## src/verilog/dcache_pkg.sv

```systemverilog
//**************************************************************************
// Data cache shared definitions.
// Fixed cache geometry and the controller state encoding.
//**************************************************************************

package dcache_pkg;

	// Word geometry.
	localparam int ARCH_W = 16;
	localparam int SEL_W  = ARCH_W / 8;
	localparam int ADDR_W = ARCH_W - $clog2(SEL_W); // Word address.

	// Direct mapped, one word per entry.
	localparam int SET_COUNT = 4;
	localparam int IDX_W     = $clog2(SET_COUNT);
	localparam int TAG_W     = ADDR_W - IDX_W;

	typedef enum logic [2:0] {
		INIT,    // Clearing entries after reset.
		IDLE,
		TESTHIT,
		EVICT,   // Writing back a dirty entry.
		REFILL   // Memory read, or bypass cycle.
	} ctrl_state_e;

endpackage
```

## src/verilog/dcache_ifs.sv

```systemverilog
//**************************************************************************
// Data cache internal interfaces.
// Lookup requests to the entry store and memory-side bus cycle requests.
//**************************************************************************

`timescale 1ns/1ps

interface lookup_if;
	import dcache_pkg::*;

	logic              rd_stb;
	logic [IDX_W-1:0]  rd_idx;
	logic              wr_en;
	logic [IDX_W-1:0]  wr_idx;
	logic [TAG_W-1:0]  wr_tag;
	logic [SEL_W-1:0]  wr_sel;
	logic              wr_dirty;
	logic              wr_src;     // 0 merges master data, 1 merges memory data.
	logic [SEL_W-1:0]  m_sel;
	logic [ARCH_W-1:0] m_dat;
	logic [ARCH_W-1:0] mem_dat;
	logic [TAG_W-1:0]  req_tag;

	logic [TAG_W-1:0]  ent_tag;
	logic [SEL_W-1:0]  ent_sel;
	logic [ARCH_W-1:0] ent_dat;
	logic              ent_dirty;
	logic              tag_hit;
	logic              full_hit;
	logic [ARCH_W-1:0] merged_dat;

	modport ctrl (
		output rd_stb, rd_idx, wr_en, wr_idx, wr_tag, wr_sel, wr_dirty, wr_src,
		output m_sel, m_dat, mem_dat, req_tag,
		input  ent_tag, ent_sel, ent_dat, ent_dirty, tag_hit, full_hit, merged_dat
	);

	modport store (
		input  rd_stb, rd_idx, wr_en, wr_idx, wr_tag, wr_sel, wr_dirty, wr_src,
		input  m_sel, m_dat, mem_dat, req_tag,
		output ent_tag, ent_sel, ent_dat, ent_dirty, tag_hit, full_hit, merged_dat
	);
endinterface

interface mbus_if;
	import dcache_pkg::*;

	logic              start;
	logic              we;
	logic [ADDR_W-1:0] addr;
	logic [SEL_W-1:0]  sel;
	logic [ARCH_W-1:0] dat;
	logic              done;
	logic [ARCH_W-1:0] rdat;   // Memory data captured on ack.

	modport ctrl (output start, we, addr, sel, dat, input done, rdat);
	modport bus (input start, we, addr, sel, dat, output done, rdat);
endinterface

```

## src/verilog/dcache_top.sv

```systemverilog
//**************************************************************************
// Direct mapped write-back data cache.
// Controller, entry store and memory bus sequencer.
//**************************************************************************

`timescale 1ns/1ps

module dcache_top (
	input  logic                          clk_i,
	input  logic                          rst_i,
	input  logic                          conly_i,
	input  logic                          cmiss_i,
	input  logic                          m_wb_cyc_i,
	input  logic                          m_wb_stb_i,
	input  logic                          m_wb_we_i,
	input  logic [dcache_pkg::ADDR_W-1:0] m_wb_addr_i,
	input  logic [dcache_pkg::SEL_W-1:0]  m_wb_sel_i,
	input  logic [dcache_pkg::ARCH_W-1:0] m_wb_dat_i,
	output logic                          m_wb_bsy_o,
	output logic                          m_wb_ack_o,
	output logic [dcache_pkg::ARCH_W-1:0] m_wb_dat_o,
	output logic                          s_wb_cyc_o,
	output logic                          s_wb_stb_o,
	output logic                          s_wb_we_o,
	output logic [dcache_pkg::ADDR_W-1:0] s_wb_addr_o,
	output logic [dcache_pkg::SEL_W-1:0]  s_wb_sel_o,
	output logic [dcache_pkg::ARCH_W-1:0] s_wb_dat_o,
	input  logic                          s_wb_bsy_i,
	input  logic                          s_wb_ack_i,
	input  logic [dcache_pkg::ARCH_W-1:0] s_wb_dat_i
);

	lookup_if lk_if ();
	mbus_if   mb_if ();

	dcache_ctrl u_ctrl (
		.clk_i       (clk_i),
		.rst_i       (rst_i),
		.conly_i     (conly_i),
		.cmiss_i     (cmiss_i),
		.m_wb_cyc_i  (m_wb_cyc_i),
		.m_wb_stb_i  (m_wb_stb_i),
		.m_wb_we_i   (m_wb_we_i),
		.m_wb_addr_i (m_wb_addr_i),
		.m_wb_sel_i  (m_wb_sel_i),
		.m_wb_dat_i  (m_wb_dat_i),
		.m_wb_bsy_o  (m_wb_bsy_o),
		.m_wb_ack_o  (m_wb_ack_o),
		.m_wb_dat_o  (m_wb_dat_o),
		.lk          (lk_if.ctrl),
		.mb          (mb_if.ctrl)
	);

	dcache_lookup u_lookup (
		.clk_i (clk_i),
		.rst_i (rst_i),
		.lk    (lk_if.store)
	);

	dcache_bus u_bus (
		.clk_i       (clk_i),
		.rst_i       (rst_i),
		.mb          (mb_if.bus),
		.s_wb_cyc_o  (s_wb_cyc_o),
		.s_wb_stb_o  (s_wb_stb_o),
		.s_wb_we_o   (s_wb_we_o),
		.s_wb_addr_o (s_wb_addr_o),
		.s_wb_sel_o  (s_wb_sel_o),
		.s_wb_dat_o  (s_wb_dat_o),
		.s_wb_bsy_i  (s_wb_bsy_i),
		.s_wb_ack_i  (s_wb_ack_i),
		.s_wb_dat_i  (s_wb_dat_i)
	);

endmodule

```

## src/verilog/dcache_ctrl.sv

```systemverilog
//**************************************************************************
// Data cache controller.
// Accepts master requests and chooses between hit, allocation,
// eviction, refill and bypass, then acknowledges the master.
//**************************************************************************

`timescale 1ns/1ps

module dcache_ctrl (
	input  logic                          clk_i,
	input  logic                          rst_i,
	input  logic                          conly_i,
	input  logic                          cmiss_i,
	input  logic                          m_wb_cyc_i,
	input  logic                          m_wb_stb_i,
	input  logic                          m_wb_we_i,
	input  logic [dcache_pkg::ADDR_W-1:0] m_wb_addr_i,
	input  logic [dcache_pkg::SEL_W-1:0]  m_wb_sel_i,
	input  logic [dcache_pkg::ARCH_W-1:0] m_wb_dat_i,
	output logic                          m_wb_bsy_o,
	output logic                          m_wb_ack_o,
	output logic [dcache_pkg::ARCH_W-1:0] m_wb_dat_o,
	lookup_if.ctrl                        lk,
	mbus_if.ctrl                          mb
);
	import dcache_pkg::*;

	ctrl_state_e state;
	ctrl_state_e next_state;

	logic [IDX_W-1:0]  sweep_idx;
	logic              acc;
	logic              finish;

	logic              we_r;
	logic [ADDR_W-1:0] addr_r;
	logic [SEL_W-1:0]  sel_r;
	logic [ARCH_W-1:0] dat_r;
	logic              conly_r;
	logic              cmiss_r;

	assign acc = (state == IDLE) && m_wb_cyc_i && m_wb_stb_i && !m_wb_bsy_o;

	// Entry is read at the accepting edge.
	assign lk.rd_stb  = acc;
	assign lk.rd_idx  = m_wb_addr_i[IDX_W-1:0];
	assign lk.req_tag = addr_r[ADDR_W-1:IDX_W];
	assign lk.wr_tag  = addr_r[ADDR_W-1:IDX_W];
	assign lk.wr_idx  = (state == INIT) ? sweep_idx : addr_r[IDX_W-1:0];
	assign lk.m_sel   = sel_r;
	assign lk.m_dat   = dat_r;
	assign lk.mem_dat = mb.rdat;

	always_comb begin
		next_state  = state;
		finish      = 1'b0;
		lk.wr_en    = 1'b0;
		lk.wr_sel   = '0;   // Zero selects invalidate.
		lk.wr_dirty = 1'b0;
		lk.wr_src   = 1'b0;
		mb.start    = 1'b0;
		mb.we       = we_r;
		mb.addr     = addr_r;
		mb.sel      = sel_r;
		mb.dat      = dat_r;
		case (state)
			INIT: begin
				lk.wr_en = 1'b1;
				if (sweep_idx == IDX_W'(SET_COUNT - 1))
					next_state = IDLE;
			end
			IDLE: begin
				if (acc)
					next_state = TESTHIT;
			end
			TESTHIT: begin
				if (conly_r) begin
					lk.wr_en = we_r; // Entry stays invalid in SRAM mode.
					finish   = 1'b1;
				end else if (cmiss_r) begin
					mb.start   = 1'b1;
					next_state = REFILL;
				end else if (lk.full_hit || (lk.tag_hit && we_r)) begin
					lk.wr_en    = we_r;
					lk.wr_sel   = sel_r | lk.ent_sel;
					lk.wr_dirty = 1'b1;
					finish      = 1'b1;
				end else if (lk.ent_dirty && !lk.tag_hit) begin
					mb.start   = 1'b1;
					mb.we      = 1'b1;
					mb.addr    = {lk.ent_tag, addr_r[IDX_W-1:0]};
					mb.sel     = lk.ent_sel;
					mb.dat     = lk.ent_dat;
					next_state = EVICT;
				end else if (we_r) begin
					lk.wr_en    = 1'b1; // Allocate without memory access.
					lk.wr_sel   = sel_r;
					lk.wr_dirty = 1'b1;
					finish      = 1'b1;
				end else begin
					mb.start   = 1'b1;
					mb.we      = 1'b0;
					mb.sel     = '1;
					next_state = REFILL;
				end
			end
			EVICT: begin
				if (mb.done && we_r) begin
					lk.wr_en    = 1'b1;
					lk.wr_sel   = sel_r;
					lk.wr_dirty = 1'b1;
					finish      = 1'b1;
				end else if (mb.done) begin
					mb.start   = 1'b1;
					mb.we      = 1'b0;
					mb.sel     = '1;
					next_state = REFILL;
				end
			end
			REFILL: begin
				if (mb.done) begin
					lk.wr_src = 1'b1;
					finish    = 1'b1;
					if (cmiss_r) begin
						lk.wr_en = lk.tag_hit; // Drop any copy of the bypassed word.
					end else begin
						lk.wr_en    = 1'b1;
						lk.wr_sel   = '1;
						lk.wr_dirty = lk.tag_hit;
					end
				end
			end
			default: next_state = IDLE;
		endcase
		if (finish)
			next_state = IDLE;
	end

	always_ff @(posedge clk_i) begin
		if (rst_i) begin
			state      <= INIT;
			sweep_idx  <= '0;
			m_wb_bsy_o <= 1'b1;
			m_wb_ack_o <= 1'b0;
			conly_r    <= 1'b0;
			cmiss_r    <= 1'b0;
		end else begin
			state      <= next_state;
			m_wb_ack_o <= finish;
			if (state == INIT) begin
				sweep_idx <= sweep_idx + 1'b1;
				if (next_state == IDLE)
					m_wb_bsy_o <= 1'b0;
			end
			if (acc) begin
				m_wb_bsy_o <= 1'b1;
				conly_r    <= conly_i;
				cmiss_r    <= cmiss_i;
			end
			if (finish)
				m_wb_bsy_o <= 1'b0;
		end
	end

	always_ff @(posedge clk_i) begin
		if (acc) begin
			we_r   <= m_wb_we_i;
			addr_r <= m_wb_addr_i;
			sel_r  <= m_wb_sel_i;
			dat_r  <= m_wb_dat_i;
		end
		if (finish && !we_r)
			m_wb_dat_o <= (state == TESTHIT) ? lk.ent_dat :
				(cmiss_r ? mb.rdat : lk.merged_dat);
	end

endmodule

```

## src/verilog/dcache_bus.sv

```systemverilog
//**************************************************************************
// Data cache memory-side bus sequencer.
// Runs one bus cycle per start pulse, honours slave busy, returns data.
//**************************************************************************

`timescale 1ns/1ps

module dcache_bus (
	input  logic                          clk_i,
	input  logic                          rst_i,
	mbus_if.bus                           mb,
	output logic                          s_wb_cyc_o,
	output logic                          s_wb_stb_o,
	output logic                          s_wb_we_o,
	output logic [dcache_pkg::ADDR_W-1:0] s_wb_addr_o,
	output logic [dcache_pkg::SEL_W-1:0]  s_wb_sel_o,
	output logic [dcache_pkg::ARCH_W-1:0] s_wb_dat_o,
	input  logic                          s_wb_bsy_i,
	input  logic                          s_wb_ack_i,
	input  logic [dcache_pkg::ARCH_W-1:0] s_wb_dat_i
);

	always_ff @(posedge clk_i) begin
		if (rst_i) begin
			s_wb_cyc_o <= 1'b0;
			s_wb_stb_o <= 1'b0;
			mb.done    <= 1'b0;
		end else begin
			mb.done <= 1'b0;
			if (mb.start) begin
				s_wb_cyc_o <= 1'b1;
				s_wb_stb_o <= 1'b1;
			end else if (s_wb_cyc_o) begin
				if (s_wb_ack_i) begin
					s_wb_cyc_o <= 1'b0;
					s_wb_stb_o <= 1'b0;
					mb.done    <= 1'b1;
				end else if (!s_wb_bsy_i) begin
					s_wb_stb_o <= 1'b0; // Request taken by the slave.
				end
			end
		end
	end

	always_ff @(posedge clk_i) begin
		if (mb.start) begin
			s_wb_we_o   <= mb.we;
			s_wb_addr_o <= mb.addr;
			s_wb_sel_o  <= mb.sel;
			s_wb_dat_o  <= mb.dat;
		end
		if (s_wb_cyc_o && s_wb_ack_i) begin
			mb.rdat <= s_wb_dat_i;
		end
	end

endmodule

```

## src/verilog/dcache_lookup.sv

```systemverilog
//**************************************************************************
// Data cache entry store.
// Tag, byte-valid, data and dirty arrays with a registered read port,
// hit detection and byte merging of the written word.
//**************************************************************************

`timescale 1ns/1ps

module dcache_lookup (
	input logic     clk_i,
	input logic     rst_i,
	lookup_if.store lk
);
	import dcache_pkg::*;

	logic [TAG_W-1:0]  tag_mem   [SET_COUNT];
	logic [SEL_W-1:0]  sel_mem   [SET_COUNT];
	logic [ARCH_W-1:0] dat_mem   [SET_COUNT];
	logic              dirty_mem [SET_COUNT];

	logic [ARCH_W-1:0] m_mask;
	logic [ARCH_W-1:0] ent_mask;

	// Byte selects widened to a bit mask.
	function automatic logic [ARCH_W-1:0] byte_mask(input logic [SEL_W-1:0] sel);
		logic [ARCH_W-1:0] mask;
		for (int i = 0; i < SEL_W; i++) begin
			mask[i*8 +: 8] = {8{sel[i]}};
		end
		return mask;
	endfunction

	always_ff @(posedge clk_i) begin
		if (lk.rd_stb) begin
			lk.ent_tag <= tag_mem[lk.rd_idx];
			lk.ent_dat <= dat_mem[lk.rd_idx];
		end
	end

	// Valid and dirty of the read entry start out cleared.
	always_ff @(posedge clk_i) begin
		if (rst_i) begin
			lk.ent_sel   <= '0;
			lk.ent_dirty <= 1'b0;
		end else if (lk.rd_stb) begin
			lk.ent_sel   <= sel_mem[lk.rd_idx];
			lk.ent_dirty <= dirty_mem[lk.rd_idx];
		end
	end

	always_ff @(posedge clk_i) begin
		if (lk.wr_en) begin
			tag_mem[lk.wr_idx]   <= lk.wr_tag;
			sel_mem[lk.wr_idx]   <= lk.wr_sel;
			dat_mem[lk.wr_idx]   <= lk.merged_dat;
			dirty_mem[lk.wr_idx] <= lk.wr_dirty;
		end
	end

	assign m_mask   = byte_mask(lk.m_sel);
	assign ent_mask = byte_mask(lk.ent_sel);

	assign lk.tag_hit  = (lk.ent_tag == lk.req_tag) && (lk.ent_sel != '0);
	assign lk.full_hit = lk.tag_hit && ((lk.m_sel & lk.ent_sel) == lk.m_sel);

	always_comb begin
		if (!lk.wr_src) begin
			lk.merged_dat = (lk.m_dat & m_mask) | (lk.ent_dat & ~m_mask);
		end else if (lk.tag_hit) begin
			// Bytes already held in the entry win over memory.
			lk.merged_dat = (lk.ent_dat & ent_mask) | (lk.mem_dat & ~ent_mask);
		end else begin
			lk.merged_dat = lk.mem_dat;
		end
	end

endmodule

```

## config.mk

```make
export PLATFORM = sky130hd
export DESIGN_NAME = dcache_top
export DESIGN_NICKNAME = d
export VERILOG_FILES = /design/src/verilog/dcache_pkg.sv /design/src/verilog/dcache_ifs.sv /design/src/verilog/dcache_top.sv /design/src/verilog/dcache_ctrl.sv /design/src/verilog/dcache_bus.sv /design/src/verilog/dcache_lookup.sv
export SDC_FILE = /design/constraint.sdc
export NUM_CORES = 1
export LEC_CHECK = 0
export ABC_AREA = 0
export BUFFER_PORTS_ARGS = -buffer_cell sky130_fd_sc_hd__buf_2
export CORE_UTILIZATION = 35
export DETAILED_ROUTE_END_ITERATION = 10
export GPL_TIMING_DRIVEN = 0
export PLACE_DENSITY = 0.62
export RECOVER_POWER = 50
export SYNTH_ARGS = -nofsm -noshare
export SYNTH_HDL_FRONTEND = slang
export SYNTH_HIERARCHICAL = 1
export SYNTH_SLANG_ARGS = --single-unit
export TNS_END_PERCENT = 1
```

## constraint.sdc

```tcl
create_clock -name clk_i -period 4.8 [get_ports clk_i]
set_input_delay 0.24 -clock clk_i [delete_from_list [all_inputs] [get_ports clk_i]]
set_output_delay 0.24 -clock clk_i [all_outputs]
set_load 0.02 [all_outputs]
```

### After elaboration in Yosys (flattened, before gate mapping)

Memories as Yosys holds them, arrays and structs flattened. A register that Yosys moved wholly into a read port is not among the register bits.
Cells that the tools add are included.

* memories: 4
* output and inout bits: 54
* register bits after elaboration: 112
* logic and storage cells: 156
* RAM bits: 128
* bits of input ports: 58

* reductions and logical operators: 22
* bitwise operators: 11
* multiplexer cells: 90
* $add $sub $neg: 1
* equality and inequality tests: 9

Memories
* u_lookup.dat_mem: words 4, bits a word 16, read ports 1, clocked after memory_dff 1, wr ports 1, line dcache_lookup.sv:18 `logic [ARCH_W-1:0] dat_mem [SET_COUNT];`
* u_lookup.tag_mem: words 4, bits a word 13, read ports 1, clocked after memory_dff 1, wr ports 1, line dcache_lookup.sv:16 `logic [TAG_W-1:0] tag_mem [SET_COUNT];`
* u_lookup.sel_mem: words 4, bits a word 2, read ports 1, clocked after memory_dff 1, wr ports 1, line dcache_lookup.sv:17 `logic [SEL_W-1:0] sel_mem [SET_COUNT];`
* u_lookup.dirty_mem: words 4, bits a word 1, read ports 1, clocked after memory_dff 1, wr ports 1, line dcache_lookup.sv:19 `logic dirty_mem [SET_COUNT];`

Operators with widths (number)
* $mux W16: 9
* $mux W15: 5
* $and A16 B16 Y16: 4
* $mux W1: 42
* $mux W2: 16
* $not A16 Y16: 2
* $or A16 B16 Y16: 2
* $mux W3: 10
* $pmux W3 S5: 1
* $eq A13 B13 Y1: 1
* $logic_and A1 B1 Y1: 10
* $eq A3 B1 Y1 const B: 2
* $eq A3 B2 Y1 const B: 2
* $pmux W1 S3: 2
* $pmux W2 S3: 1
* $reduce_bool A3 Y1: 2
* $pmux W1 S2: 2
* $pmux W1 S4: 1
* $pmux W2 S2: 1
* $reduce_and A2 Y1: 2
* $reduce_bool A2 Y1: 2
* $eq A3 B3 Y1 const B: 1
* $logic_not A1 Y1: 3
* $logic_not A3 Y1: 1
* 9 further kinds: 9

### Longest topological paths before layout

* depth in word-level cells: 15
* gate-level depth with buffers: 10
* gate-level depth less buffers: 10

### Cells and area by module

The synthesis kept the hierarchy.

By module, submodules not included
* dcache_lookup: cells an instance 323, sequential area each 4774.6 µm², area each 6495.0 µm², instances 1
* dcache_ctrl: cells an instance 269, sequential area each 1681.6 µm², area each 3175.5 µm², instances 1
* dcache_bus: cells an instance 61, sequential area each 1561.5 µm², area each 1610.3 µm², instances 1

### Least setup slack after synthesis

OpenSTA, ideal clock, no wires.

* path kind: reg-to-reg
* start: reg u_ctrl.addr_r[10]
* end: mem u_lookup.dat_mem[0][0], enable pin
* setup slack: -88 ps
* data arrival time: 4420 ps
* stages on the path, launching flop included: 10
* buffers on the path: 0
* library setup time: 468 ps
* required time: 4332 ps
* period minus slack after synthesis: 4888 ps
* cells stage by stage: edfxtp_1 > xnor2_1 > o221ai_2 > nor4_4 > and2_1 > o221a_2 > a221o_1 > o211ai_1 > nand2_1 > nor3b_1

* elaborated cells on any way between the ends: 16
* classes of those cells: 1 x eq/ne; 9 x mux; 6 x reduce/logical

RTL lines
* start: declaration: line dcache_ctrl.sv:36 `logic [ADDR_W-1:0] addr_r;`
* start signal: assignment: line dcache_ctrl.sv:168 `addr_r <= m_wb_addr_i;`
* $eq A13 B13 Y1: line dcache_lookup.sv:63 `assign lk.tag_hit = (lk.ent_tag == lk.req_tag) && (lk.ent_sel != '0);`
* $logic_and A1 B1 Y1: line dcache_lookup.sv:63
* via lk_if.tag_hit: line dcache_ifs.sv:28 `logic tag_hit;`
* $logic_and A1 B1 Y1: line dcache_lookup.sv:64 `assign lk.full_hit = lk.tag_hit && ((lk.m_sel & lk.ent_sel) == lk.m_sel);`
* via lk_if.full_hit: line dcache_ifs.sv:29 `logic full_hit;`
* $logic_or A1 B1 Y1: line dcache_ctrl.sv:83 `end else if (lk.full_hit || (lk.tag_hit && we_r)) begin`
* $mux W1: line dcache_ctrl.sv:83
* $mux W1: line dcache_ctrl.sv:80 `end else if (cmiss_r) begin`
* $mux W1: line dcache_ctrl.sv:77 `if (conly_r) begin`
* $pmux W1 S4: line dcache_ctrl.sv:66 `case (state)`
* via lk_if.wr_en: line dcache_ifs.sv:13 `logic wr_en;`
* $mux W1: line dcache_lookup.sv:52 `if (lk.wr_en) begin`
* $mux W1 (not written as such): line dcache_lookup.sv:55 `dat_mem[lk.wr_idx] <= lk.merged_dat;`
* end: declaration: line dcache_lookup.sv:18

The timed path passes the listed nets, and every way through them passes these cells.

### Worst setup path after layout

* start: reg u_ctrl.state[1]
* end: reg u_lookup.lk.ent_sel[1] (read register of u_lookup.sel_mem)

* longest elaborated chain between the ends: 4

Ends and longest elaborated chain
* start: declaration: line dcache_ctrl.sv:28 `ctrl_state_e state;`
* start signal: assignment: line dcache_ctrl.sv:148 `state <= next_state;`
* $eq A3 B1 Y1: line dcache_ctrl.sv:42 `assign acc = (state == IDLE) && m_wb_cyc_i && m_wb_stb_i && !m_wb_bsy_o;`
* $logic_and A1 B1 Y1 (3 in a row): line dcache_ctrl.sv:42
* via lk_if.rd_stb: line dcache_ifs.sv:11 `logic rd_stb;`
* end: declaration: line dcache_ifs.sv:41 `output ent_tag, ent_sel, ent_dat, ent_dirty, tag_hit, full_hit, merged_dat`

The timed path passes the listed nets, and every way through them passes these cells.
A chain may end at the register's enable or synchronous reset.

==> impl_metrics.ini <==
[run_status]
status = finished with violations
failed_checks = max-capacitance violations

[placement]
dpl.hpwl_um = 16300
dp_cells = 1175
io_buffers = 111
gp_congestion = 0.804

[clock_network]
cts_setup_buffers = 0
clock_sinks = 272
htreeDepth = 1
cts-root-buf = clkbuf_16
numCtsBuffers = 28
worstSkewPairLatency_ns = 0.53
clk_pin_slew_worst_paths_ns = 0.06
cts_tree = yes
postCtsHoldBufs = 53
cts_resized = 0
cts_max_path_buffers = 3

[pwr]
p_leak_uw = 0.00477
total_power_uw = 5440
peakVddDrop_v = 0.000292
pwr_density_cell_nw_per_um2 = 394

[worst_hold_path]
hold_depth = 2
hold_class = in2reg

[grt]
grt-ovfl-total = 0
track_usage_pct = 15.2
grt_pass1_wl_um = 37900
antenna_found_initial = 0
grt_max_degree = 42
grt_pass1_vias = 6461

[synth]
avgSynthCellArea_sq_um = 17.3
ys_seq_area_share_pct = 71.1
synth-main-ff-cell = edfxtp_1
yosys_warnings = 6
synth_area_leaders = edfxtp_1 68%, mux4_2 6.4%, mux2i_1 6.0%, dfxtp_1 2.7%, mux2_1 2.6%
synth_cell_types = 57
synth_edf_count = 257
syn_inst = 653
synth_area_sq_um = 11300
synth_top_area_share_pct = 68.4
synth_common_cells = 257 x edfxtp_1, 68 x mux2i_1, 35 x buf_4, 33 x nor2_1, 32 x mux4_2
synth_area_leader_cell = edfxtp_1
yosysMostFrequentCell = edfxtp_1
mappedNetlistNets = 712
yosys_register_bits = 272
async_flop_share_pct = 0

[timing]
worst_pin_slew_ns = 1.45
rsz0062_at_grt = false
maxSlewViolCount = 0
slew_headroom_pct = 2.62
setup_viol = 0
timing.final.crit_period_ns = 3.68
hold_violations = 0
min_period_over_period_pct = 76.6
fin_skew_ns = 0.0188
max_freq_mhz = 272

[layout]
final.fill_count = 2839
multi_input_area_sq_um = 2880
diodes = 0
final_util_pct = 43.7
final_cells = 1280
seqCellArea_sq_um = 8020
final_net_count = 915
area_growth_pct = 22.5
drive_above_1_share_pct = 20.7

[worst_setup_path]
critPathArrivalTime_ns = 4.08
cp.required_ns = 5.20
critPathMaxFanout = 41
worstSetupEndpointType = flip-flop
worstSetupPathType = reg2reg
r2r_cells = 7
startpoint_type = flip-flop

[detailed_routing]
route.detailed.drc = 0
drt_wl_total_um = 25000
drt_iter0_markers = 489
vias = 6300
drt-wirelength-per-cell_um = 19.5
first_pass_iters = 5
ant_nets = 0
routed_via_density = 4.92

[floorplanning]
ios = 112
coreArea_sq_um = 31600
die_width_um = 182
initial_core_util_pct = 35.7
die_h_um = 182
rows = 65
dieArea_sq_um = 33000

[run]
max_cap_viol_count = 1
-- per-layer routing --
metal	track usage [%]	share of wire, %	up-vias
li1	-	-	2934
met5	0	0	-
met1	20.9	46	3166
met4	4.00	1.6	0
met2	24.9	48	169
met3	2.77	5.0	31
-- layout by cell type (no fill, tap or decap), types with 5 or more instances in the layout --
| master | netlist | layout |
|---|---|---|
| nor2_1 | 33 | 31 |
| dfxtp_1 | 15 | 15 |
| edfxtp_1 | 257 | 257 |
| mux4_2 | 32 | 32 |
| nand2_1 | 29 | 29 |
| o21ai_0 | 19 | 18 |
| mux2_1 | 26 | 26 |
| mux2_2 | 5 | 5 |
| inv_1 | 10 | 9 |
| buf_4 | 35 | 17 |
| a21o_1 | 6 | 6 |
| clkbuf_16 | 0 | 29 |
| a21oi_1 | 22 | 22 |
| clkinv_1 | 0 | 7 |
| dlygate4sd3_1 | 0 | 53 |
| clkbuf_1 | 9 | 99 |
| mux2i_1 | 68 | 68 |
| xnor2_1 | 10 | 10 |
| buf_2 | 12 | 58 |
-- report_power, final --
part           switching [uW]  internal [uW]
registers                42.5           2820
clock network             869           1270
logic                     237            204
total                    1150           4290
-- metrics by stage --
step                      TNS (ns)  hold WS [ns]  instance area (sq um)  worst slack (ns)
after global placement     -130.15         0.418                  12300             -2.55
after floorplan                  0         0.309                  11300             0.145
final                            0        0.0226                  13800              1.12
after CTS                        0       0.00809                  14000              1.16
after global routing             0        0.0135                  13800             0.774
after detailed placement         0         0.418                  12500              1.19
-- worst paths after layout --
check | from | endpoint | slack [ns]
setup / recovery | u_ctrl/state[1] | u_lookup/lk.ent_sel[1] | 1.12
hold / removal | rst_i | u_lookup/lk.ent_dirty | 0.02
setup reg to reg | u_ctrl/state[1] | u_lookup/lk.ent_sel[1] | 1.12
hold reg to reg | u_ctrl/addr_r[1] | u_bus/s_wb_addr_o[1] | 0.46
-- final cells by class --
| class | instances | share of cell area [%] |
|---|---|---|
| Sequential cell | 272 | 58.0 |
| Inverter | 12 | 0.335 |
| Clock buffer | 36 | 5.44 |
| Multi-Input combinational cell | 311 | 20.9 |
| Tap cell | 402 | 3.64 |
| Clock inverter | 16 | 1.19 |
| Buffer | 58 | 2.16 |
| Timing Repair Buffer | 173 | 8.33 |
-- registers in the layout (all words and copies together), names as in the netlist, 2 cells and up --
signal	flops
u_lookup/lk.ent_dat	16
u_lookup/dat_mem	64
u_bus/s_wb_sel_o	2
u_bus/s_wb_dat_o	16
u_ctrl/lk.m_sel	2
u_lookup/lk.ent_tag	13
u_lookup/dirty_mem	4
u_lookup/lk.ent_sel	2
u_ctrl/m_wb_dat_o	16
u_bus/mb.rdat	16
u_ctrl/addr_r	15
u_lookup/tag_mem	52
u_ctrl/lk.m_dat	16
u_ctrl/state	3
u_ctrl/sweep_idx	2
u_bus/s_wb_addr_o	15
u_lookup/sel_mem	8
-- worst max-delay path, stage by stage, from the launching register on --
cell and delay, ns:
dfxtp_1 0.30, clkbuf_1 0.29, nor2_1 0.11, nand3_1 0.19, clkinvlp_2 1.16, clkbuf_2 1.05
mux2i_1 0.37, nor2_1 0.06
-- logic make-up (layout without fill, tap and decap cells) --
| family | count (synthesis) | count (layout) | share of synthesized area, % |
|---|---|---|---|
| AO/OA/AOI/OAI | 72 | 72 | 4.16 |
| XOR/XNOR | 12 | 12 | 0.932 |
| adder cells (fa/ha/maj) | 1 | 1 | 0.111 |
| buffers and inverters | 70 | 295 | 3.63 |
| flip-flops | 272 | 272 | 71.1 |
| multiplexers | 131 | 131 | 15.5 |
| AND/OR/NAND/NOR | 95 | 95 | 4.58 |
Note: power is estimated with default switching activity, not from simulation.
